## src/common/ex_pkg.sv

```systemverilog
package ex_pkg;

    // ****************************************
    // widths
    // ****************************************
    localparam int XLEN    = 64;
    localparam int ILEN    = 32;
    localparam int NUM_GPR = 32;
    localparam int STRB_W  = XLEN / 8;

    typedef logic [XLEN-1:0]            xlen_t;
    typedef logic [ILEN-1:0]            inst_t;
    typedef logic [$clog2(NUM_GPR)-1:0] reg_id_t;
    typedef logic [STRB_W-1:0]          strb_t;

    // sequential fetch step
    localparam xlen_t PC_STEP = 4;

    // ****************************************
    // RV64I major opcodes
    // ****************************************
    localparam logic [6:0] OPC_LUI    = 7'b0110111;
    localparam logic [6:0] OPC_AUIPC  = 7'b0010111;
    localparam logic [6:0] OPC_JAL    = 7'b1101111;
    localparam logic [6:0] OPC_JALR   = 7'b1100111;
    localparam logic [6:0] OPC_BRANCH = 7'b1100011;
    localparam logic [6:0] OPC_LOAD   = 7'b0000011;
    localparam logic [6:0] OPC_STORE  = 7'b0100011;
    localparam logic [6:0] OPC_OP_IMM = 7'b0010011;
    localparam logic [6:0] OPC_OP     = 7'b0110011;

    // operation class, cls_none retires as a no-op
    typedef enum logic [3:0] {
        cls_none,
        cls_lui,
        cls_auipc,
        cls_jal,
        cls_jalr,
        cls_branch,
        cls_load,
        cls_store,
        cls_alu_reg,
        cls_alu_imm
    } op_class_e;

    typedef enum logic [3:0] {
        alu_add,
        alu_sub,
        alu_sll,
        alu_slt,
        alu_sltu,
        alu_xor,
        alu_srl,
        alu_sra,
        alu_or,
        alu_and
    } alu_mode_e;

    // decoded control for one instruction
    typedef struct packed {
        op_class_e  op_class;
        alu_mode_e  alu_mode;
        logic [2:0] funct3;
        reg_id_t    rd;
        reg_id_t    rs1;
        reg_id_t    rs2;
        xlen_t      imm;
    } ex_ctrl_t;

    // store request to data memory
    typedef struct packed {
        logic  en;
        xlen_t addr;
        xlen_t data;
        strb_t strb;
    } mem_wr_t;

endpackage

```

## src/lsu/store_align.sv

```systemverilog
`timescale 1ns/1ps

module store_align import ex_pkg::*; (
    input  logic [2:0] funct3,
    input  xlen_t      addr,
    input  xlen_t      src2,
    input  logic       enable,
    output mem_wr_t    wr
);

    xlen_t size_mask;
    strb_t size_strb;
    strb_t strb_norm;

    // sb, sh, sw, sd by funct3[1:0]
    always_comb begin
        case (funct3[1:0])
            2'b00: begin
                size_mask = 64'h0000_0000_0000_00ff;
                size_strb = 8'h01;
            end
            2'b01: begin
                size_mask = 64'h0000_0000_0000_ffff;
                size_strb = 8'h03;
            end
            2'b10: begin
                size_mask = 64'h0000_0000_ffff_ffff;
                size_strb = 8'h0f;
            end
            default: begin
                size_mask = '1;
                size_strb = 8'hff;
            end
        endcase
    end

    // place the value at its byte lane
    assign wr.en   = enable;
    assign wr.addr = addr;
    assign wr.data = (src2 & size_mask) << {addr[2:0], 3'b000};
    assign wr.strb = enable ? (size_strb << addr[2:0]) : '0;

    // strobe folded back to lane 0, must be a run of ones
    assign strb_norm = wr.strb >> addr[2:0];

    always_comb begin
        if (enable) begin
            a_strb_shape: assert (!funct3[2] && strb_norm != '0 &&
                                  (strb_norm & (strb_norm + 1'b1)) == '0)
                else $error("store strobe %b is not a valid lane run", wr.strb);
        end
    end

endmodule

```

## config.mk

```make
export PLATFORM = sky130hd
export DESIGN_NAME = store_align
export DESIGN_NICKNAME = d
export VERILOG_FILES = /design/src/common/ex_pkg.sv /design/src/lsu/store_align.sv
export SDC_FILE = /design/constraint.sdc
export NUM_CORES = 1
export LEC_CHECK = 0
export BUFFER_PORTS_ARGS = -buffer_cell sky130_fd_sc_hd__buf_4
export CORE_AREA = 2 2 103 105
export DETAILED_ROUTE_END_ITERATION = 12
export DIE_AREA = 0 0 105 107
export GPL_TIMING_DRIVEN = 0
export PLACE_DENSITY = 0.7
export SLEW_MARGIN = 40
export SYNTH_ARGS = -nofsm -noshare
export SYNTH_HDL_FRONTEND = slang
export SYNTH_SLANG_ARGS = --single-unit
```

## constraint.sdc

```tcl
create_clock -name vclk -period 2.6
set_input_delay 0.39 -clock vclk [all_inputs]
set_output_delay 0.39 -clock vclk [all_outputs]
set_load 0.01 [all_outputs]
```

==> results.md <==
* Core region area at 10,090 um^2
* Leakage at 0.002142 uW
* Largest net degree at the start of global routing at 11
* Commonest non-fill, non-tap cells in the layout: buf_4, nor2_1, mux2i_1
* Fraction of layout cells with a size suffix above 1 at 0.5293
* Number of global-route vias before repair at 3,673
* Startpoint types: primary input
* Switching pwr at 406.5 uW
* RSZ-0062 raised after global routing: no
* Final setup violation count at 0
* Seq. cell area at 0 um^2
* Initial Util at 0.2458
* CP endpoint kind: primary output
* Int Power at 413.3 uW
* Post-DRT Antenna Nets at 0
* Initial antenna violation count at 0
* Cell Area, Synth at 2481 um^2
* Comb power frac at 1.000
* Slowest cell on the critical path: nor2_1
* Io pins at 269
* CTS Hold Bufs at 0
* Post-layout util at 0.4152
* Final Routed Wirelength at 13,400 um
* Fin crit share at 0.9169
* Final Wtd Congestion at 0.8580
* Mean Syn Cell Area at 6.616 um^2
* Register area share after synthesis at 0
* Worst-path cell chain: buf_4 > buf_2 > nor2_1 > nand3_2 > o22ai_1 > a221o_1 > buf_4
* Vias at 3,694
* Worst-path fanout max at 10
* Cells after synthesis at 375
* TNS Setup at 0 ps
* Seq_cells at 0
* Worst vdd ir at 0.06830 mV
* Post_cts resized at 0
* Post-DP HPWL at 11,110 um
* YS warnings at 0
* IO buf count at 205
* CP Buf/Inv Count at 3
* First-pass GRT wire length at 19,840 um
* Die area at 11,240 um^2
* CP arrival at 1990 ps
* Slew @ Worst Pin at 653.4 ps
* Clock share of power at 0
* CP top delay family: simple AND/OR/NAND/NOR gates
* Area growth syn-to-layout at 68.89%
* Sequential share of power at 0
* Final Hold Fails at 0
* Commonest non-fill, non-tap cell in the layout: buf_4
* Die Ht at 107 um
* Max Fclk at 419.5 MHz
* Final slew viol count at 0
* Max cap viols at 0
* Final nets at 714
* Routed vias/inst at 5.159
* Die width at 105 um
* 1st-iter DRT viols at 306
* Yosys cell types at 31
* GRT Total Usage at 0.2183
* CP max stage delay at 520 ps
* Ant. Diodes at 0
* First drt pass iteration count at 7
* Worst slew margin at 0.5628
* PD cells at 195.6 nW/um^2
* Net Sw Frac at 0.4958
* Global route overflow at 0
* Critical path data required time at 2210 ps
* Tmin final at 2384 ps
* Clock buffer count at 0
* Most frequent CP cell: buf_4
* Post-CTS setup buffer count at 0
* Synthesized Nets at 507
* Hold/Removal Path Class: primary input to primary output
* Row count at 37
* WL per Instance at 18.71 um
* Residual DRC at 0
* Status: finished clean
* Critical path class: primary input to primary output
## cells in the mapped netlist (2+ instances only)
cell | count | area share
a21oi_1 | 30 | 0.061
a311oi_1 | 8 | 0.028
nand2_1 | 14 | 0.021
nand3b_1 | 4 | 0.012
o21ai_1 | 4 | 0.0081
buf_6 | 2 | 0.0091
a221oi_1 | 7 | 0.025
nor3_1 | 2 | 0.0040
o22ai_1 | 16 | 0.040
nor2_1 | 58 | 0.088
a221oi_2 | 8 | 0.048
clkbuf_1 | 9 | 0.014
and2_1 | 18 | 0.045
nand2b_1 | 9 | 0.023
nor2b_1 | 5 | 0.013
a22o_1 | 9 | 0.032
a221o_1 | 8 | 0.032
buf_2 | 18 | 0.036
a22oi_1 | 2 | 0.0060
mux2i_1 | 40 | 0.16
o21ai_0 | 18 | 0.036
buf_4 | 70 | 0.21
a31oi_1 | 6 | 0.015
or2_2 | 3 | 0.0076
## area by class of cell
type / count / area, um^2
fill: 1048 / 5902
timing repair buffer: 205 / 1539
multi-input combinational: 275 / 1805
inverter: 1 / 3.754
tap: 136 / 170.2
buffer: 99 / 671.9
## kinds of logic (layout without fill, tap and decap cells)
| logic type | Yosys count | count (layout) | share of synthesized area |
|---|---|---|---|
| buffers and inverters | 100 | 305 | 0.2723 |
| AOI/OAI and AO/OA | 120 | 120 | 0.3465 |
| muxes | 40 | 40 | 0.1614 |
| and+or+nand+nor | 115 | 115 | 0.2199 |
## routing by layer
layer  part of all wire  global-route usage  vias up
met4              0.013             0.04857        0
met3              0.094             0.03343       16
met5                  0                   0        -
li1                   -                   -     1717
met1               0.40              0.2872     1686
met2               0.49              0.3757      275
## final timing paths
kind,from,end,slack (ps),cells past startpoint
setup / recovery,addr[2],wr[69],220,7
hold / removal,addr[51],wr[123],960,2
## stage by stage
step	hold WS (ps)	std cells	worst slack, ps	instance area (um^2)	power [uW]
after detailed placement	957.0	716	243.0	4190	811.4
final	955.9	716	216.0	4190	819.7
after global routing	959.2	716	126.4	4190	873.0
after CTS	956.9	716	233.5	4190	813.1
after global placement	957.1	716	269.6	4190	805.6
after floorplan	871.8	375	842.6	2481	418.8
## power by group through the flow
stage          logic, uW  clock network [uW]  registers [uW]
2_1_floorplan        419                   0               0
3_3_place_gp         806                   0               0
3_5_place_dp         811                   0               0
4_1_cts              813                   0               0
5_1_grt              873                   0               0
6_report             820                   0               0
(Power assumes the default switching activity.)
