==> src/common/ex_pkg.sv <==
package ex_pkg;

    // ****************************************
    // widths
    // ****************************************
    localparam int XLEN    = 64;
    localparam int ILEN    = 32;
    localparam int NUM_GPR = 32;
    localparam int STRB_W  = XLEN / 8;

    typedef logic [XLEN-1:0]            xlen_t;
    typedef logic [ILEN-1:0]            inst_t;
    typedef logic [$clog2(NUM_GPR)-1:0] reg_id_t;
    typedef logic [STRB_W-1:0]          strb_t;

    // sequential fetch step
    localparam xlen_t PC_STEP = 4;

    // ****************************************
    // RV64I major opcodes
    // ****************************************
    localparam logic [6:0] OPC_LUI    = 7'b0110111;
    localparam logic [6:0] OPC_AUIPC  = 7'b0010111;
    localparam logic [6:0] OPC_JAL    = 7'b1101111;
    localparam logic [6:0] OPC_JALR   = 7'b1100111;
    localparam logic [6:0] OPC_BRANCH = 7'b1100011;
    localparam logic [6:0] OPC_LOAD   = 7'b0000011;
    localparam logic [6:0] OPC_STORE  = 7'b0100011;
    localparam logic [6:0] OPC_OP_IMM = 7'b0010011;
    localparam logic [6:0] OPC_OP     = 7'b0110011;

    // operation class, cls_none retires as a no-op
    typedef enum logic [3:0] {
        cls_none,
        cls_lui,
        cls_auipc,
        cls_jal,
        cls_jalr,
        cls_branch,
        cls_load,
        cls_store,
        cls_alu_reg,
        cls_alu_imm
    } op_class_e;

    typedef enum logic [3:0] {
        alu_add,
        alu_sub,
        alu_sll,
        alu_slt,
        alu_sltu,
        alu_xor,
        alu_srl,
        alu_sra,
        alu_or,
        alu_and
    } alu_mode_e;

    // decoded control for one instruction
    typedef struct packed {
        op_class_e  op_class;
        alu_mode_e  alu_mode;
        logic [2:0] funct3;
        reg_id_t    rd;
        reg_id_t    rs1;
        reg_id_t    rs2;
        xlen_t      imm;
    } ex_ctrl_t;

    // store request to data memory
    typedef struct packed {
        logic  en;
        xlen_t addr;
        xlen_t data;
        strb_t strb;
    } mem_wr_t;

endpackage

==> src/gpr_file.sv <==
`timescale 1ns/1ps

module gpr_file import ex_pkg::*; (
    input  logic    clk,
    input  logic    rst,
    input  reg_id_t rs1,
    input  reg_id_t rs2,
    output xlen_t   rs1_value,
    output xlen_t   rs2_value,
    input  logic    wen,
    input  reg_id_t wd_id,
    input  xlen_t   wd_value
);

    xlen_t regs [NUM_GPR];

    // x0 never takes a write
    always_ff @(posedge clk) begin
        if (rst) begin
            for (int i = 0; i < NUM_GPR; i++) begin
                regs[i] <= '0;
            end
        end else if (wen && wd_id != '0) begin
            regs[wd_id] <= wd_value;
        end
    end

    // combinational read, sees a write one cycle after it lands
    assign rs1_value = regs[rs1];
    assign rs2_value = regs[rs2];

    a_x0_zero: assert property (
        @(posedge clk) disable iff (rst)
        regs[0] == '0
    ) else $error("x0 holds a nonzero value");

endmodule

==> config.mk <==
export PLATFORM = sky130hd
export DESIGN_NAME = gpr_file
export DESIGN_NICKNAME = d
export VERILOG_FILES = /design/src/common/ex_pkg.sv /design/src/gpr_file.sv
export SDC_FILE = /design/constraint.sdc
export NUM_CORES = 2
export LEC_CHECK = 0
export BUFFER_PORTS_ARGS = -buffer_cell sky130_fd_sc_hd__buf_2
export CAP_MARGIN = 15
export CORE_MARGIN = 1
export CORE_UTILIZATION = 68
export CTS_CLUSTER_SIZE = 24
export DETAILED_ROUTE_END_ITERATION = 12
export PLACE_DENSITY_LB_ADDON = 0.05
export SYNTH_ARGS = -nofsm -noshare
export SYNTH_HDL_FRONTEND = slang
export SYNTH_SLANG_ARGS = --single-unit
export TNS_END_PERCENT = 1
==> constraint.sdc <==
create_clock -name clk -period 7.3 [get_ports clk]
set_input_delay 0.73 -clock clk [delete_from_list [all_inputs] [get_ports clk]]
set_output_delay 0.73 -clock clk [all_outputs]
set_load 0.03 [all_outputs]
==> flow_summary.yaml <==
logic_synthesis:
  netlist_top_cells_count: "2048 x edfxtp_1, 1991 x and2_1, 869 x mux4_2"
  synth_edf_count: 2048
  postSynth.asyncResetShare: 0
  post-synth-top-area-cell: "edfxtp_1"
  syn_inst: 7001
  ys_seq_area_frac: 0.576
  yosysWarnings: 0
  synth_top_flop_cell: "edfxtp_1"
  syn_area_um2: 107000
  ys_seq_elements: 2048
  synth.avg_cell_area_um2: 15.2
  synth_cell_type_count: 41
  synth_top_area_frac: 0.576
  synth_area_leaders: "edfxtp_1 58%, mux4_2 18%, and2_1 12%"
  yosysMostFrequentCell: "edfxtp_1"
placement:
  dp_cells: 8787
  pre_cts_ws_ns: 1.87
  dpl.hpwl_um: 228000
  gp_congestion: 0.975
  port_buffers: 209
  place_area_um2: 109000
pwr:
  leakagePower_nw: 39.7
  seqPwrFrac: 0.507
  combPwrFrac: 0.127
  clock_power_share: 0.366
  switching_share: 0.261
  p_switching_w: 0.00719
  ir_drop_mv: 0.259
  internal_power_w: 0.0203
  pwr_density_cell_nw_per_um2: 238
cts:
  cts_setup_buffers: 0
  clock_sinks: 2048
  hold_buffers: 0
  clk_path_buf_depth: 3
  clk_transition_reported_paths_ns: 0.06
  cts_buffers: 206
  cts-resized-gates: 0
  cts_tree: "yes"
  root_buffer: "clkbuf_16"
  h-tree-depth: 4
die:
  die_w_um: 398
  num_io_pins: 210
  rows: 145
  initial_core_util: 0.684
  core_area_um2: 156000
  die_h_um: 398
  dieArea_um2: 159000
final_layout:
  final_cells: 9240
  largest_reg_flops: 2048
  largest-register: "regs"
  top_regs: "regs (2048)"
  area_growth_pct: 8.42
  layout.nets: 7022
  drive_above_1_share: 0.240
  fin_area_um2: 116000
  n_fill_cell: 9630
drt:
  drtIter0Drc: 15900
  vias_per_cell: 8.07
  routed_wl_um: 401000
  drc: 0
  num_vias: 74600
  first_pass_iters: 6
  drtAntennaViolNets: 0
  routedWlPerCell_um: 43.4
global_route:
  grt_pass1_vias: 70900
  grt_pass1_wl_um: 544000
  antenna_found_initial: 73
  grt_start_max_net_pins: 133
  grt_overflow: 0
  globalRouteTotalUtil: 0.508
min_path:
  hp-start: "rst"
  hold_path.class: "primary input to flip-flop"
  whs_endpoint: "regs[0][4]$_SDFFCE_PN0P_"
  whs_path_depth: 1
worst_setup_path:
  critPathMostFrequentCell: "buf_2"
  max_stage_delay_ns: 1.07
  path_delay_family: "simple AND/OR/NAND/NOR gates"
  arrival_ns: 5.05
  end_kind: "primary output"
  cp_data_required_time_ns: 6.57
  crit_path_start: "rs1[3]"
  path_max_fanout: 25
  startpoint_type: "primary input"
  crit_cells: 7
  cp_num_buf_inv: 3
  cpMaxStageDelayCell: "nor4_1"
  worstSetupPathType: "primary input to primary output"
  cp_cell_sequence: "buf_2, nand2b_1, or2_4, buf_4, o22ai_1, nor4_1, buf_2"
sta:
  relSlewSlack: 0.115
  setup_slack_ns: 1.52
  period_share: 0.792
  setup_tns_ns: 0
  fin_crit_ns: 5.78
  fmax_mhz: 173
  hold_viol_final: 0
  slew_violations: 0
  rsz0062_at_grt: "false"
  setup_violations: 0
  worst-slew-pin-transition_ns: 1.32
  holdWs_ns: 0.396
job:
  cap_violations: 0
status:
  run_status: "completed"
[placed cells by master, fill, tap and decap left out, types with 5 or more instances in the layout]
master,netlist,routed
clkbuf_1,451,44
o21ai_0,5,5
clkinv_2,0,30
nor3_1,6,6
nor2b_2,0,6
o22ai_1,326,326
bufinv_16,0,8
nor2_4,0,36
nand2b_1,12,9
nor4_1,95,94
a21oi_1,41,41
a211oi_1,36,36
nand4_1,26,26
diode_2,0,74
nand2_4,0,5
buf_8,5,6
nand3_1,49,46
mux4_2,869,869
buf_4,81,212
clkinv_1,1,74
clkbuf_16,0,207
conb_1,1,64
and2_1,1991,1989
inv_6,0,9
nand3b_1,6,6
mux2_2,32,32
nor2_2,1,9
or2_2,37,5
nor2b_1,47,38
a221oi_1,5,5
buf_12,1,12
or2_4,0,32
buf_2,153,207
mux2i_1,286,286
a2111oi_0,13,13
nor2_1,67,23
edfxtp_1,2048,2048
nand2_1,22,14
a22oi_1,196,196
[per-layer routing]
layer	track usage	vias to the layer above	share of wire
met5	0	-	0.0012
met4	0.385	66	0.091
met3	0.218	2142	0.19
met2	0.707	8815	0.42
met1	0.630	36500	0.30
li1	-	27000	-
[kinds of logic after synthesis]
kind of cell,after synthesis,share of synthesized area
AOI/OAI and AO/OA,627,0.0394
other,1,0.0000351
and+or+nand+nor,2367,0.136
muxes,1187,0.214
buffers and inverters,771,0.0344
DFF,2048,0.576
[power groups by stage]
stage | combinational, W | sequential, W | clock, W
final | 0.00349 | 0.0139 | 0.0101
after global routing | 0.00350 | 0.0140 | 0.0104
after CTS | 0.00334 | 0.0139 | 0.00996
after detailed placement | 0.00333 | 0.0142 | 0
after global placement | 0.00329 | 0.0141 | 0
after floorplan | 0.00217 | 0.0140 | 0
[per-stage QoR]
stage,power [W],utilization
final,0.0275,0.741
after global routing,0.0279,0.740
after CTS,0.0272,0.740
after detailed placement,0.0175,0.701
after global placement,0.0174,0.700
after floorplan,0.0162,-
[final cells by class]
cell class,instances,area [um^2],area share
flip-flops and latches,2048,61500,0.532
clock inverters,125,828,0.00716
well taps,2058,2570,0.0223
multi-input cells,4245,42300,0.365
inverters,1,3.75,0.0000324
clock buffers,251,5350,0.0462
repair buffers,438,2970,0.0257
diodes,74,185,0.00160
[how the worst max path moves through the flow]
stage | endpoint | slack, ns
after global placement | rs1_value[23] | 0.73
after floorplan | rs2_value[19] | 3.84
after detailed placement | rs1_value[48] | 1.87
final | rs1_value[42] | 1.52
after global routing | rs1_value[48] | 1.78
after CTS | rs1_value[48] | 1.89
(Power assumes the default switching activity.)
