File: config.mk
export PLATFORM = sky130hd
export DESIGN_NAME = inst_decoder
export DESIGN_NICKNAME = d
export VERILOG_FILES = /design/src/common/ex_pkg.sv /design/src/inst_decoder.sv
export SDC_FILE = /design/constraint.sdc
export NUM_CORES = 1
export LEC_CHECK = 0
export BUFFER_PORTS_ARGS = -buffer_cell sky130_fd_sc_hd__buf_4
export CAP_MARGIN = 30
export CORE_ASPECT_RATIO = 1.1
export CORE_UTILIZATION = 34
export DETAILED_ROUTE_END_ITERATION = 6
export PLACE_DENSITY = 0.86
export SETUP_SLACK_MARGIN = 0.02
export SKIP_LAST_GASP = 1
export SLEW_MARGIN = 20
export SYNTH_ARGS = -nofsm -noshare
export SYNTH_HDL_FRONTEND = slang
export SYNTH_SLANG_ARGS = --single-unit
export TNS_END_PERCENT = 100
File: constraint.sdc
create_clock -name vclk -period 2.9
set_clock_uncertainty 0.2 [all_clocks]
set_input_delay 0.145 -clock vclk [all_inputs]
set_output_delay 0.145 -clock vclk [all_outputs]
set_load 0.05 [all_outputs]
File: src/common/ex_pkg.sv
package ex_pkg;

    // ****************************************
    // widths
    // ****************************************
    localparam int XLEN    = 64;
    localparam int ILEN    = 32;
    localparam int NUM_GPR = 32;
    localparam int STRB_W  = XLEN / 8;

    typedef logic [XLEN-1:0]            xlen_t;
    typedef logic [ILEN-1:0]            inst_t;
    typedef logic [$clog2(NUM_GPR)-1:0] reg_id_t;
    typedef logic [STRB_W-1:0]          strb_t;

    // sequential fetch step
    localparam xlen_t PC_STEP = 4;

    // ****************************************
    // RV64I major opcodes
    // ****************************************
    localparam logic [6:0] OPC_LUI    = 7'b0110111;
    localparam logic [6:0] OPC_AUIPC  = 7'b0010111;
    localparam logic [6:0] OPC_JAL    = 7'b1101111;
    localparam logic [6:0] OPC_JALR   = 7'b1100111;
    localparam logic [6:0] OPC_BRANCH = 7'b1100011;
    localparam logic [6:0] OPC_LOAD   = 7'b0000011;
    localparam logic [6:0] OPC_STORE  = 7'b0100011;
    localparam logic [6:0] OPC_OP_IMM = 7'b0010011;
    localparam logic [6:0] OPC_OP     = 7'b0110011;

    // operation class, cls_none retires as a no-op
    typedef enum logic [3:0] {
        cls_none,
        cls_lui,
        cls_auipc,
        cls_jal,
        cls_jalr,
        cls_branch,
        cls_load,
        cls_store,
        cls_alu_reg,
        cls_alu_imm
    } op_class_e;

    typedef enum logic [3:0] {
        alu_add,
        alu_sub,
        alu_sll,
        alu_slt,
        alu_sltu,
        alu_xor,
        alu_srl,
        alu_sra,
        alu_or,
        alu_and
    } alu_mode_e;

    // decoded control for one instruction
    typedef struct packed {
        op_class_e  op_class;
        alu_mode_e  alu_mode;
        logic [2:0] funct3;
        reg_id_t    rd;
        reg_id_t    rs1;
        reg_id_t    rs2;
        xlen_t      imm;
    } ex_ctrl_t;

    // store request to data memory
    typedef struct packed {
        logic  en;
        xlen_t addr;
        xlen_t data;
        strb_t strb;
    } mem_wr_t;

endpackage

File: src/inst_decoder.sv
`timescale 1ns/1ps

module inst_decoder import ex_pkg::*; (
    input  inst_t    inst,
    output ex_ctrl_t ctrl
);

    logic [6:0] opcode;
    logic [2:0] funct3;
    logic [6:0] funct7;
    xlen_t      imm_i;
    xlen_t      imm_s;
    xlen_t      imm_b;
    xlen_t      imm_u;
    xlen_t      imm_j;
    alu_mode_e  fn_mode;
    logic       shift_ok;
    logic       op_ok;

    assign opcode = inst[6:0];
    assign funct3 = inst[14:12];
    assign funct7 = inst[31:25];

    // ****************************************
    // immediates, all sign extended from bit 31
    // ****************************************
    assign imm_i = {{52{inst[31]}}, inst[31:20]};
    assign imm_s = {{52{inst[31]}}, inst[31:25], inst[11:7]};
    assign imm_b = {{51{inst[31]}}, inst[31], inst[7], inst[30:25], inst[11:8], 1'b0};
    assign imm_u = {{32{inst[31]}}, inst[31:12], 12'b0};
    assign imm_j = {{43{inst[31]}}, inst[31], inst[19:12], inst[20], inst[30:21], 1'b0};

    // funct3 to alu mode, bit 30 picks sra over srl
    always_comb begin
        case (funct3)
            3'b000:  fn_mode = alu_add;
            3'b001:  fn_mode = alu_sll;
            3'b010:  fn_mode = alu_slt;
            3'b011:  fn_mode = alu_sltu;
            3'b100:  fn_mode = alu_xor;
            3'b101:  fn_mode = inst[30] ? alu_sra : alu_srl;
            3'b110:  fn_mode = alu_or;
            default: fn_mode = alu_and;
        endcase
    end

    // 64-bit shift immediates keep shamt[5] in bit 25
    assign shift_ok = (inst[31:26] == 6'b000000) ||
                      (funct3 == 3'b101 && inst[31:26] == 6'b010000);

    // only sub and sra may set funct7 bit 5
    assign op_ok = (funct7 == 7'b0000000) ||
                   (funct7 == 7'b0100000 && (funct3 == 3'b000 || funct3 == 3'b101));

    always_comb begin
        ctrl          = '0;
        ctrl.op_class = cls_none;
        ctrl.alu_mode = alu_add;
        ctrl.funct3   = funct3;
        ctrl.rd       = inst[11:7];
        ctrl.rs1      = inst[19:15];
        ctrl.rs2      = inst[24:20];
        case (opcode)
            OPC_LUI: begin
                ctrl.op_class = cls_lui;
                ctrl.imm      = imm_u;
            end
            OPC_AUIPC: begin
                ctrl.op_class = cls_auipc;
                ctrl.imm      = imm_u;
            end
            OPC_JAL: begin
                ctrl.op_class = cls_jal;
                ctrl.imm      = imm_j;
            end
            OPC_JALR: begin
                ctrl.op_class = (funct3 == 3'b000) ? cls_jalr : cls_none;
                ctrl.imm      = imm_i;
            end
            OPC_BRANCH: begin
                ctrl.op_class = (funct3[2:1] == 2'b01) ? cls_none : cls_branch;
                ctrl.imm      = imm_b;
            end
            OPC_LOAD: begin
                ctrl.op_class = (funct3 == 3'b111) ? cls_none : cls_load;
                ctrl.imm      = imm_i;
            end
            OPC_STORE: begin
                ctrl.op_class = funct3[2] ? cls_none : cls_store;
                ctrl.imm      = imm_s;
            end
            OPC_OP_IMM: begin
                if (funct3[1:0] != 2'b01 || shift_ok) begin
                    ctrl.op_class = cls_alu_imm;
                end
                ctrl.alu_mode = fn_mode;
                ctrl.imm      = imm_i;
            end
            OPC_OP: begin
                if (op_ok) begin
                    ctrl.op_class = cls_alu_reg;
                end
                ctrl.alu_mode = (funct3 == 3'b000 && funct7[5]) ? alu_sub : fn_mode;
            end
            default: ;
        endcase
    end

endmodule

==> run metrics <==
status finished, violations left; failing checks DRC; die area 3630 um^2; DRT antenna net count 0; initial DRC count 38; post-synth cell types 42; vias in the first global route 1038; period utilization 67.7%; Mapped Area 1150 um^2; Post-Syn Nets 199; RSZ-0062 raised after global routing no; Final Hold Viols 0; required time worst endpoint 2.56 ns; IO Port Bufs 122; crit-path leading delay family buffers and inverters; Filler cells 320; crit-path cells buf_4 > nor2_1 > o21ai_1 > o31a_1 > nor3b_4 > buf_4 > buf_4; worst hold-check path type input pin to output port; Die Y 63.1 um; final worst setup slack 0.937 ns; Critical Path Source Type input pin; Worst-Margin Slew 0.532 ns; final WL 3.39 mm; CLK BUF 0; Multi-input gate area 732 um^2; post-synthesis sequential area ratio 0%; commonest non-fill, non-tap cell in the layout buf_4; most used cell, CP buf_4; antenna violations before repair 0; Overflow after GRT 0; Vias 1328; Worst Path Arrival 1.62 ns; Syn. warnings 0; GPL Wtd Cong 0.784; crit path buf inv count 3; Ant. Diodes 0; DIE WIDTH 57.5 um; nets 266; PD cells 161 nW/um^2; Starting Density 36.9%; Synth Instances 167; Max-Cap Viols 0; Finished Cell Area 1710 um^2; Worst Setup End Kind output port; Fin Hold WS 0.355 ns; Core Region 3130 um^2; Pleak 1.05 nW; Max FO, Critical Path 33; worst stage delay on the critical path 0.30 ns; GRT Util Overall 16.3%; largest net degree at the start of global routing 34; mean routed wirelength per cell 12.8 um; most frequent cells in the layout buf_4 (124), a21o_1 (19), nor2_1 (14); Via density 4.99; Post-Place Setup Slack 0.929 ns; Setup CP Type input pin to output port; FMAX 0.510 GHz; CTS resizes 0; setup violators final 0; Max VDD drop 0.0786 mV; layout cell share with drive strength beyond 1 58.2%; post-detail-place hpwl 2.88 mm; Pre-antenna DRT Iters 6; first-pass GRT wire length 4.96 mm; Avg Inst Size Synth 6.91 um^2; seq_cells 0; FF/Latch Area 0 um^2; Post-CTS Setup Inserts 0; Ports 122; placed cell area 1710 um^2; Residual DRC 11; final setup TNS 0 ns; Slew HR 64.2%; # hold bufs at CTS 0; Final Max Tran Viols 0; Crit-path slowest cell buf_4; Row Count 21; Syn-to-layout area delta 48.5%; post-route minimum period 1.96 ns
final cells by class:
class | instances | area share [%]
repair buffers | 124 | 54.3
multi-input cells | 106 | 42.7
well taps | 34 | 2.48
inverters | 2 | 0.438
per-stage QoR:
step | instances | util, % | power [mW]
5_1_grt | 266 | 54.8 | 0.289
2_1_floorplan | 167 | - | 0.206
4_1_cts | 266 | 54.8 | 0.276
3_5_place_dp | 266 | 54.8 | 0.276
3_3_place_gp | 266 | 54.8 | 0.274
6_report | 266 | 54.8 | 0.276
path summary, 6_finish.rpt:
check      from  cells after the start       end
max     inst[3]                      7  ctrl[48]
min    inst[17]                      2  ctrl[71]
report_power, final:
group,switching (mW),internal (mW),leakage (nW)
Clock,0,0,0
Sequential,0,0,0
Combinational,0.184,0.0919,1.05
Total,0.184,0.0919,1.05
Yosys cell counts, drive strengths merged, types with 2 or more instances:
master	number	share of area, %
a211oi	2	1.3
a21o	19	12
a21oi	7	3.4
a22o	4	3.0
a31oi	3	2.9
a32oi	2	1.5
and2	8	4.3
and2b	2	1.5
buf	57	36
clkbuf	2	0.65
inv	2	0.65
nand2	7	2.3
nand2b	4	2.2
nand3	2	0.87
nand3b	2	1.3
nor2	15	5.5
nor2b	3	1.6
nor3	4	2.2
nor3b	2	1.7
nor4	2	1.6
o21ai	7	3.0
routing by layer:
layer	vias to the layer above	global-route usage, %	part of all wire (%)
li1	672	-	-
met1	596	21.3	39
met2	60	30.4	52
met3	0	1.03	8.9
met4	0	0	0
met5	-	0	0
logic make-up after synthesis:
logic type,after synthesis,share of synthesized area (%)
multiplexers,1,0.868
AND/OR/NAND/NOR,53,27.5
AO/OA/AOI/OAI,51,33.3
XOR/XNOR,1,0.759
buffers and inverters,61,37.5
No activity file was read; power rests on OpenSTA's default activity.
