--- config.mk ---
export PLATFORM = sky130hd
export DESIGN_NAME = branch_unit
export DESIGN_NICKNAME = d
export VERILOG_FILES = /design/src/common/ex_pkg.sv /design/src/branch_unit.sv
export SDC_FILE = /design/constraint.sdc
export NUM_CORES = 1
export LEC_CHECK = 0
export BUFFER_PORTS_ARGS = -buffer_cell sky130_fd_sc_hd__buf_2
export CAP_MARGIN = 30
export CELL_PAD_IN_SITES_DETAIL_PLACEMENT = 0
export CELL_PAD_IN_SITES_GLOBAL_PLACEMENT = 1
export CORE_ASPECT_RATIO = 1.1
export CORE_MARGIN = 2
export CORE_UTILIZATION = 32
export DETAILED_ROUTE_END_ITERATION = 10
export GPL_TIMING_DRIVEN = 0
export PLACE_DENSITY_LB_ADDON = 0.1
export SETUP_SLACK_MARGIN = 0.5
export SYNTH_ARGS = -nofsm -noshare
export SYNTH_HDL_FRONTEND = slang
export SYNTH_SLANG_ARGS = --single-unit
--- constraint.sdc ---
create_clock -name vclk -period 3.6
set_input_delay 0.18 -clock vclk [all_inputs]
set_output_delay 0.18 -clock vclk [all_outputs]
set_load 0.005 [all_outputs]
--- src/common/ex_pkg.sv ---
package ex_pkg;

    // ****************************************
    // widths
    // ****************************************
    localparam int XLEN    = 64;
    localparam int ILEN    = 32;
    localparam int NUM_GPR = 32;
    localparam int STRB_W  = XLEN / 8;

    typedef logic [XLEN-1:0]            xlen_t;
    typedef logic [ILEN-1:0]            inst_t;
    typedef logic [$clog2(NUM_GPR)-1:0] reg_id_t;
    typedef logic [STRB_W-1:0]          strb_t;

    // sequential fetch step
    localparam xlen_t PC_STEP = 4;

    // ****************************************
    // RV64I major opcodes
    // ****************************************
    localparam logic [6:0] OPC_LUI    = 7'b0110111;
    localparam logic [6:0] OPC_AUIPC  = 7'b0010111;
    localparam logic [6:0] OPC_JAL    = 7'b1101111;
    localparam logic [6:0] OPC_JALR   = 7'b1100111;
    localparam logic [6:0] OPC_BRANCH = 7'b1100011;
    localparam logic [6:0] OPC_LOAD   = 7'b0000011;
    localparam logic [6:0] OPC_STORE  = 7'b0100011;
    localparam logic [6:0] OPC_OP_IMM = 7'b0010011;
    localparam logic [6:0] OPC_OP     = 7'b0110011;

    // operation class, cls_none retires as a no-op
    typedef enum logic [3:0] {
        cls_none,
        cls_lui,
        cls_auipc,
        cls_jal,
        cls_jalr,
        cls_branch,
        cls_load,
        cls_store,
        cls_alu_reg,
        cls_alu_imm
    } op_class_e;

    typedef enum logic [3:0] {
        alu_add,
        alu_sub,
        alu_sll,
        alu_slt,
        alu_sltu,
        alu_xor,
        alu_srl,
        alu_sra,
        alu_or,
        alu_and
    } alu_mode_e;

    // decoded control for one instruction
    typedef struct packed {
        op_class_e  op_class;
        alu_mode_e  alu_mode;
        logic [2:0] funct3;
        reg_id_t    rd;
        reg_id_t    rs1;
        reg_id_t    rs2;
        xlen_t      imm;
    } ex_ctrl_t;

    // store request to data memory
    typedef struct packed {
        logic  en;
        xlen_t addr;
        xlen_t data;
        strb_t strb;
    } mem_wr_t;

endpackage

--- src/branch_unit.sv ---
`timescale 1ns/1ps

module branch_unit import ex_pkg::*; (
    input  op_class_e  op_class,
    input  logic [2:0] funct3,
    input  xlen_t      src1,
    input  xlen_t      src2,
    input  xlen_t      pc,
    input  xlen_t      imm,
    input  xlen_t      alu_result,
    output xlen_t      next_pc
);

    xlen_t pc_seq;
    xlen_t pc_target;
    logic  taken;

    assign pc_seq    = pc + PC_STEP;
    assign pc_target = pc + imm;

    // condition per branch funct3
    always_comb begin
        case (funct3)
            3'b000:  taken = (src1 == src2);
            3'b001:  taken = (src1 != src2);
            3'b100:  taken = ($signed(src1) <  $signed(src2));
            3'b101:  taken = ($signed(src1) >= $signed(src2));
            3'b110:  taken = (src1 <  src2);
            3'b111:  taken = (src1 >= src2);
            default: taken = 1'b0;
        endcase
    end

    always_comb begin
        case (op_class)
            cls_jal:    next_pc = pc_target;
            // jalr target is rs1 + imm from the alu, lsb dropped
            cls_jalr:   next_pc = {alu_result[XLEN-1:1], 1'b0};
            cls_branch: next_pc = taken ? pc_target : pc_seq;
            default:    next_pc = pc_seq;
        endcase
    end

endmodule

==> impl_metrics.yaml, run 1 <==
run_status:
  status: "complete, but fails checks"
  violations: "setup timing"
yosys:
  synth_nets: 1573
  avgSynthCellArea_um2: 6.716
  ys_warn_count: 0
  yosysTopAreaCell: "ha_1"
  synth.area.top_cells: "ha_1, xnor2_1, a21oi_1"
  syn_area_mm2: 0.007502
  synth_cell_types: 76
  synth_top_area_share_pct: 21.35
  ys_seq_area_share_pct: 0
  synth_cells: 1117
timing:
  slew_viol_final: 0
  relSlewSlack_pct: 16.15
  hold_violations: 0
  setup_slack_ps: -24.18
  setup_violations: 2
  finalCriticalPeriod_ps: 3624
  rsz0062_at_grt: "true"
  finalCritPeriodShare_pct: 100.7
  worst_pin_slew_ps: 1258
  maxClockFrequency_mhz: 275.9
  tns_ps: -35.34
worst_setup_path:
  worst_setup_path_end_kind: "output pin"
  worstPathArrival_ps: 3440
  setup.worst_path.start_class: "primary input"
  cp_max_fo: 10
  path_cells: "buf_2 > ha_4 > nand4_1 > or4_4 > or4_4 > and3b_1 > or3_4 > nand3_4 > a21oi_4 > o21ai_4 > buf_6 > buf_12 > a22oi_2 > o31ai_2 > buf_2"
  cp_slowest_cell: "or4_4"
  cpPeakStageDelay_ps: 550
  worstSetupStartpoint: "src1[11]"
  path_class: "in2out"
  required_ps: 3420
die:
  dieArea_mm2: 0.02469
  fp-row-count: 58
  fp.dieW_um: 150.0
  dieHeight_um: 164.6
  initial_core_util_pct: 32.71
  fp.coreArea_mm2: 0.02293
  pin_count: 391
layout:
  layout-drive-gt1-share_pct: 39.66
  seq_cells: 0
  syn_to_final_growth_pct: 57.60
  clock_buffers: 0
  final-seq-area_um2: 0
  n_fill_cell: 2396
  nets: 2029
global_routing:
  grt_pass1_wl_um: 52580
  antenna_found_initial: 13
  grt_pass1_vias: 10020
  grt_overflow_total: 0
  grt_use_total_pct: 27.13
  grt_max_degree: 11
place:
  place_congestion: 0.8729
  io_buffers: 390
  hpwl_um: 29140
pwr:
  totalPowerFinal_mw: 1.716
  leakagePower_nw: 5.750
  ir_worst_vdd_v: 0.00006748
  power_density_mw_per_mm2: 145.1
route:
  routed_via_density: 5.517
  ant_nets: 0
  wl_per_cell_um: 19.54
  drc_errors: 0
  dr.pass1.iters: 5
  wl_um: 36750
  via_count: 10380
  drt_iter0_drc: 516
clocking:
  cts_hold_buf: 0
hold_path:
  whs_endpoint: "next_pc[23]"
  hold_start: "alu_result[23]"
  min_path_cells: 4
  hold_path_class: "in2out"
job:
  drv_cap: 0
==> power by group <==
group | switching (mW) | internal (mW) | total, mW
Clock | 0 | 0.000000372 | 0.000000372
Combinational | 0.915 | 0.801 | 1.72
Sequential | 0 | 0 | 0
Total | 0.915 | 0.801 | 1.72
==> cells in the final DEF, fill, tap and decap left out, types with 42 or more instances in the layout <==
cell	synthesis	routed
nand2_1	77	77
nand3_1	58	56
buf_2	3	365
o21ai_0	91	46
xor2_1	42	42
nor2_1	63	55
inv_1	93	77
ha_1	128	104
nand4_1	44	44
a21oi_1	109	105
xnor2_1	72	71
==> per-stage QoR <==
stage	area (um^2)	utilization [%]	worst slack (ps)	instances	hold WS, ps
2_1_floorplan	7596	-	455.0	1117	445.0
3_3_place_gp	9923	43.27	-1014	1807	620.4
3_5_place_dp	9936	43.33	-766.9	1809	620.6
4_1_cts	11090	48.34	12.63	1858	624.2
5_1_grt	11820	51.56	-119.2	1881	665.7
6_report	11820	51.56	-24.18	1881	625.1
==> layout make-up <==
class                           instances  area [um^2]  area share [%]
Antenna cell                           10        25.02          0.2116
Buffer                                 43        360.3           3.048
Inverter                               93        374.1           3.164
Multi-Input combinational cell        981         7843           66.33
Tap cell                              300        375.4           3.175
Timing Repair Buffer                  454         2846           24.07
==> routing by layer <==
layer,global-route usage (%),wire length (um),share of wire [%]
met1,32.24,14970,41
met2,47.90,17840,49
met3,4.779,2532,6.9
met4,11.28,1372,3.7
met5,0,37,0.10
==> repair_timing <==
item	4_1_cts	5_1_grt
buffers inserted	44	8
resized for setup	175	123
cloned	5	4
setup endpoints to repair	64	64
pin swaps	29	34
==> worst max-delay path by stage <==
stage                  end  slack, ps  depth (start not counted)
2_1_floorplan  next_pc[27]        460                         13
3_3_place_gp   next_pc[56]      -1010                         14
3_5_place_dp   next_pc[54]       -770                         14
4_1_cts         next_pc[6]         10                         15
5_1_grt        next_pc[57]       -120                         19
6_report       next_pc[53]        -20                         15
==> kinds of logic after synthesis <==
kind of cell / count (synthesis) / synth area share, %
muxes: 5 / 0.6838
adders and majority gates: 129 / 21.61
buffers and inverters: 136 / 7.155
xor gates and xnor gates: 114 / 13.31
AOI/OAI and AO/OA: 395 / 34.21
and+or+nand+nor: 338 / 23.03
==> cells in the mapped netlist (4+ instances only) <==
library cell,instances
or3_1,8
inv_1,93
xor2_1,42
a221o_1,9
ha_1,128
o21a_1,7
mux2i_1,4
a21oi_1,109
nand2_1,77
xnor2_1,72
a211oi_1,5
a22oi_1,50
a31oi_1,13
o31ai_1,6
a221oi_1,4
a21o_1,34
nor3_1,15
clkbuf_1,32
o211ai_1,6
nand4_1,44
and3_1,25
nand2b_1,8
nor4_1,6
nor2b_1,10
o21bai_1,16
o21ai_0,91
nor2_1,63
nand3_1,58
==> critical path, delay by kind of cell <==
family          cells  cell delay [ps]
simple gates        6             1870
buf+inv             4              640
compound gates      4              470
fa+ha+maj           1              260
(Power assumes the default switching activity.)
==> inputs of run 2 (changes only) <==
Settings changed: GPL_ROUTABILITY_DRIVEN set to 0, PLACE_DENSITY set to 0.82, PLACE_DENSITY_LB_ADDON 0.1 to not set.
==> run 2 against run 1 <==
The run still ends with setup timing left. Critical path type unchanged. Die area is the same. Global-route usage fell by 0.27 points. Flip-flop and latch count unchanged. Critical path depth rose by 2. Worst setup slack lost 42 ps. First-iteration DRC count up 13%. Critical endpoint is now next_pc[12]. Fmax decreased by 1.2%. Via count fell by 0.56%.
==> impl_metrics.yaml, run 2 (synthesis results as in run 1) <==
timing:
  worst_pin_slew_ps: 1220
  setup_slack_ps: -66.49
  hold_violations: 0
  tns_ps: -424.4
  holdWs_ps: 652.7
  rsz0062_at_grt: "true"
  slew_viol_final: 0
  relSlewSlack_pct: 18.66
  maxClockFrequency_mhz: 272.7
  finalCriticalPeriod_ps: 3666
  finalCritPeriodShare_pct: 101.8
  setup_violations: 15
route:
  drc_errors: 0
  wl_per_cell_um: 19.38
  ant_nets: 0
  drt_iter0_drc: 583
  via_count: 10320
  dr.pass1.iters: 5
  wl_um: 36060
  routed_via_density: 5.545
pwr:
  switching_share_pct: 54.28
  power_density_mw_per_mm2: 145.9
  pwr-share-comb_pct: 100.0
  leakagePower_nw: 5.546
  p_int_mw: 0.7486
  p_switching_mw: 0.8889
  power.sequential.fraction_pct: 0
  totalPowerFinal_mw: 1.638
  ir_worst_vdd_v: 0.00006682
  power_frac_clock_pct: 0
global_routing:
  antenna_found_initial: 6
  grt_overflow_total: 0
  grt_max_degree: 11
  grt_pass1_vias: 10100
  grt_use_total_pct: 26.86
  grt_pass1_wl_um: 52200
layout:
  n_fill_cell: 2406
  most-common-layout-cells: "buf_2, ha_1, a21oi_1"
  final_common_cell: "buf_2"
  clock_buffers: 0
  fin_cells: 1861
  nets: 2012
  final-seq-area_um2: 0
  layout-drive-gt1-share_pct: 36.49
  syn_to_final_growth_pct: 49.63
  seq_cells: 0
die:
  dieHeight_um: 164.6
  fp-row-count: 58
  fp.dieW_um: 150.0
  initial_core_util_pct: 32.71
  dieArea_mm2: 0.02469
  pin_count: 391
  fp.coreArea_mm2: 0.02293
job:
  drv_cap: 0
worst_setup_path:
  worstPathArrival_ps: 3490
  required_ps: 3420
  worst_setup_path_end_kind: "output pin"
  setup.worst_path.start_class: "primary input"
  path_class: "in2out"
  cp_max_fo: 8
place:
  pre_cts_ws_ps: -703.1
  hpwl_um: 29250
  placedCellCount: 1808
  io_buffers: 390
hold_path:
  hold_start: "alu_result[23]"
  hold_path_class: "in2out"
  whs_endpoint: "next_pc[23]"
  min_path_cells: 4
run_status:
  violations: "setup timing"
  status: "complete, but fails checks"
clocking:
  cts_hold_buf: 0
[run 2: worst max-delay path by stage]
stage	slack, ps	end	from
6_report	-70	next_pc[12]	src2[54]
5_1_grt	-210	next_pc[12]	src2[54]
4_1_cts	-20	next_pc[22]	src2[10]
3_5_place_dp	-700	next_pc[26]	src2[11]
3_3_place_gp	-700	next_pc[60]	pc[2]
2_1_floorplan	460	next_pc[27]	src2[11]
[run 2: final cells by class]
class,instances,area (um^2),area share [%]
Antenna cell,7,17.52,0.1560
Buffer,43,296.5,2.642
Inverter,93,369.1,3.288
Multi-Input combinational cell,981,7634,68.00
Tap cell,300,375.4,3.344
Timing Repair Buffer,437,2534,22.57
[run 2: repair_timing]
item,in CTS,in global routing
endpoints found under the setup margin,64,64
gates cloned,2,2
gates resized for setup,91,114
setup buffers,33,8
hold endpoints to repair,0,0
pin swaps,25,12
[run 2: worst max-delay path, stage by stage]
cell     delay [ps]
buf_6            70
inv_2            40
ha_4            260
nand4_1         250
nor4_4          370
nand4_1         190
or4_4           470
and3b_1         190
or3_1           320
nand3_2         110
a21oi_4          70
a21oi_4         270
buf_4           170
buf_4           100
nor3_1           40
a221o_1         270
buf_2           140
[run 2: metrics by stage]
step | util (%) | instance area [um^2]
floorplan | - | 7596
global placement | 43.27 | 9923
detailed placement | 43.29 | 9928
CTS | 46.52 | 10670
global route | 48.94 | 11220
finish | 48.95 | 11230
[run 2: power groups by stage]
stage | logic [mW] | registers (mW) | clock network, mW
after CTS | 1.52 | 0 | 0
after floorplan | 0.854 | 0 | 0
after global placement | 1.39 | 0 | 0
after detailed placement | 1.40 | 0 | 0
final | 1.64 | 0 | 0.000000261
after global routing | 1.80 | 0 | 0.000000224
[run 2: routing by layer]
layer	global-route usage (%)	share of wire (%)	vias up
met2	46.89	49	397
li1	-	-	5074
met4	10.21	3.1	0
met5	0	0	-
met3	3.287	5.8	63
met1	33.59	43	4785
==> inputs of run 3 (changes only) <==
Settings changed: CORE_UTILIZATION 32 to 30, PLACE_DENSITY 0.82 to 0.78.
==> run 3 against run 2 <==
The run still ends with setup timing left. Combinational power up 5%. Cell count up 1.5%. Via count rose by 1.5%. Worst setup slack improved by 38 ps. Count of clock-buffer cells in the layout unchanged. Core utilization down 0.87 points. Largest cell class unchanged.
==> impl_metrics.yaml, run 3 (synthesis results as in run 1) <==
timing:
  worst_pin_slew_ps: 1029
  rsz0062_at_grt: "true"
  relSlewSlack_pct: 31.37
  finalCriticalPeriod_ps: 3628
  maxClockFrequency_mhz: 275.6
  setup_slack_ps: -28.01
  setup_violations: 2
  tns_ps: -30.12
  slew_viol_final: 0
  finalCritPeriodShare_pct: 100.8
  hold_violations: 0
route:
  routed_via_density: 5.545
  wl_per_cell_um: 19.86
  drt_iter0_drc: 629
  drc_errors: 0
  wl_um: 37520
  ant_nets: 0
  dr.pass1.iters: 5
  via_count: 10470
hold_path:
  whs_endpoint: "next_pc[23]"
  hold_path_class: "in2out"
  hold_start: "alu_result[23]"
  min_path_cells: 4
pwr:
  leakagePower_nw: 5.724
  switching_share_pct: 53.57
  power_density_mw_per_mm2: 146.7
  p_int_mw: 0.8038
  totalPowerFinal_mw: 1.731
  p_switching_mw: 0.9275
  ir_worst_vdd_v: 0.00007507
  power.sequential.fraction_pct: 0
  power_frac_clock_pct: 0
  pwr-share-comb_pct: 100.0
layout:
  final_common_cell: "buf_2"
  final_util_pct: 48.08
  layout-drive-gt1-share_pct: 39.12
  clock_buffers: 0
  seq_cells: 0
  syn_to_final_growth_pct: 57.32
  most-common-layout-cells: "buf_2, a21oi_1, ha_1"
  final-seq-area_um2: 0
  nets: 2030
die:
  fp.dieW_um: 154.8
  fp.coreArea_mm2: 0.02455
  dieHeight_um: 169.9
  fp-row-count: 60
  dieArea_mm2: 0.02629
  initial_core_util_pct: 30.56
  pin_count: 391
global_routing:
  grt_overflow_total: 0
  grt_use_total_pct: 25.91
  grt_pass1_wl_um: 53870
  antenna_found_initial: 7
  grt_pass1_vias: 9942
  grt_max_degree: 11
worst_setup_path:
  setup.worst_path.start_class: "primary input"
  cpPeakStageDelay_ps: 480
  cp_max_fo: 6
  required_ps: 3420
  crit_family: "simple AND/OR/NAND/NOR gates"
  critPathBufInv: 5
  worstPathArrival_ps: 3450
  path_cells: "buf_2 > inv_1 > ha_4 > nand4_1 > nor4_4 > nand4_1 > or4_4 > and3b_1 > or3_4 > nand3_4 > a21oi_4 > a21oi_4 > buf_12 > buf_6 > nor2_4 > a221o_1 > buf_2"
  cp_slowest_cell: "or4_4"
  worst_setup_path_end_kind: "output pin"
  path_class: "in2out"
clocking:
  cts_hold_buf: 0
place:
  io_buffers: 390
  hpwl_um: 29730
run_status:
  status: "complete, but fails checks"
  violations: "setup timing"
job:
  drv_cap: 0
-- run 3: layer usage --
metal,global-route usage (%),up-vias,wire length (um),part of all wire (%)
li1,-,5110,-,-
met1,34.04,4889,16270,43
met2,46.23,413,18460,49
met3,1.961,62,1918,5.1
met4,5.837,0,871,2.3
met5,0,-,0,0
-- run 3: worst max path at each step --
stage | start | endpoint | slack [ps] | depth (start not counted)
floorplan | src2[11] | next_pc[27] | 460 | 13
global placement | pc[2] | next_pc[60] | -880 | 13
detailed placement | src2[11] | next_pc[47] | -790 | 14
CTS | src2[11] | next_pc[17] | 3 | 16
global route | src2[57] | next_pc[11] | -140 | 17
finish | src2[57] | next_pc[17] | -30 | 17
-- run 3: timing repair --
item,4_1_cts,5_1_grt
gates cloned,4,2
pin swaps,43,55
setup buffers,41,16
endpoints found under the setup margin,64,64
resized for setup,165,89
-- run 3: power groups by stage --
stage / clock network, mW / registers [mW] / logic, mW
floorplan: 0 / 0 / 0.854
global placement: 0 / 0 / 1.40
finish: 0.000000261 / 0 / 1.73
CTS: 0 / 0 / 1.61
global route: 0.000000261 / 0 / 1.89
detailed placement: 0 / 0 / 1.40
-- run 3: per-stage QoR --
stage,hold WS [ps],cells,cell area (um^2),worst slack (ps)
after floorplan,445.0,1117,7596,455.0
final,648.9,1889,11800,-28.01
after global routing,658.2,1889,11800,-142.8
after CTS,646.3,1863,11180,3.291
after global placement,638.4,1817,9936,-882.9
after detailed placement,637.2,1818,9941,-788.1
-- run 3: cell type report --
cell class | count | area, um^2
Multi-Input combinational cell | 981 | 7945
Fill cell | 2566 | 12750
Timing Repair Buffer | 455 | 2749
Inverter | 93 | 366.6
Tap cell | 310 | 387.9
Buffer | 43 | 336.6
Antenna cell | 7 | 17.52
-- run 3: tightest hold or removal path, delay by kind of cell --
kind                   cells  cell delay [ps]
and+or+nand+nor            2               90
buffers and inverters      2              200
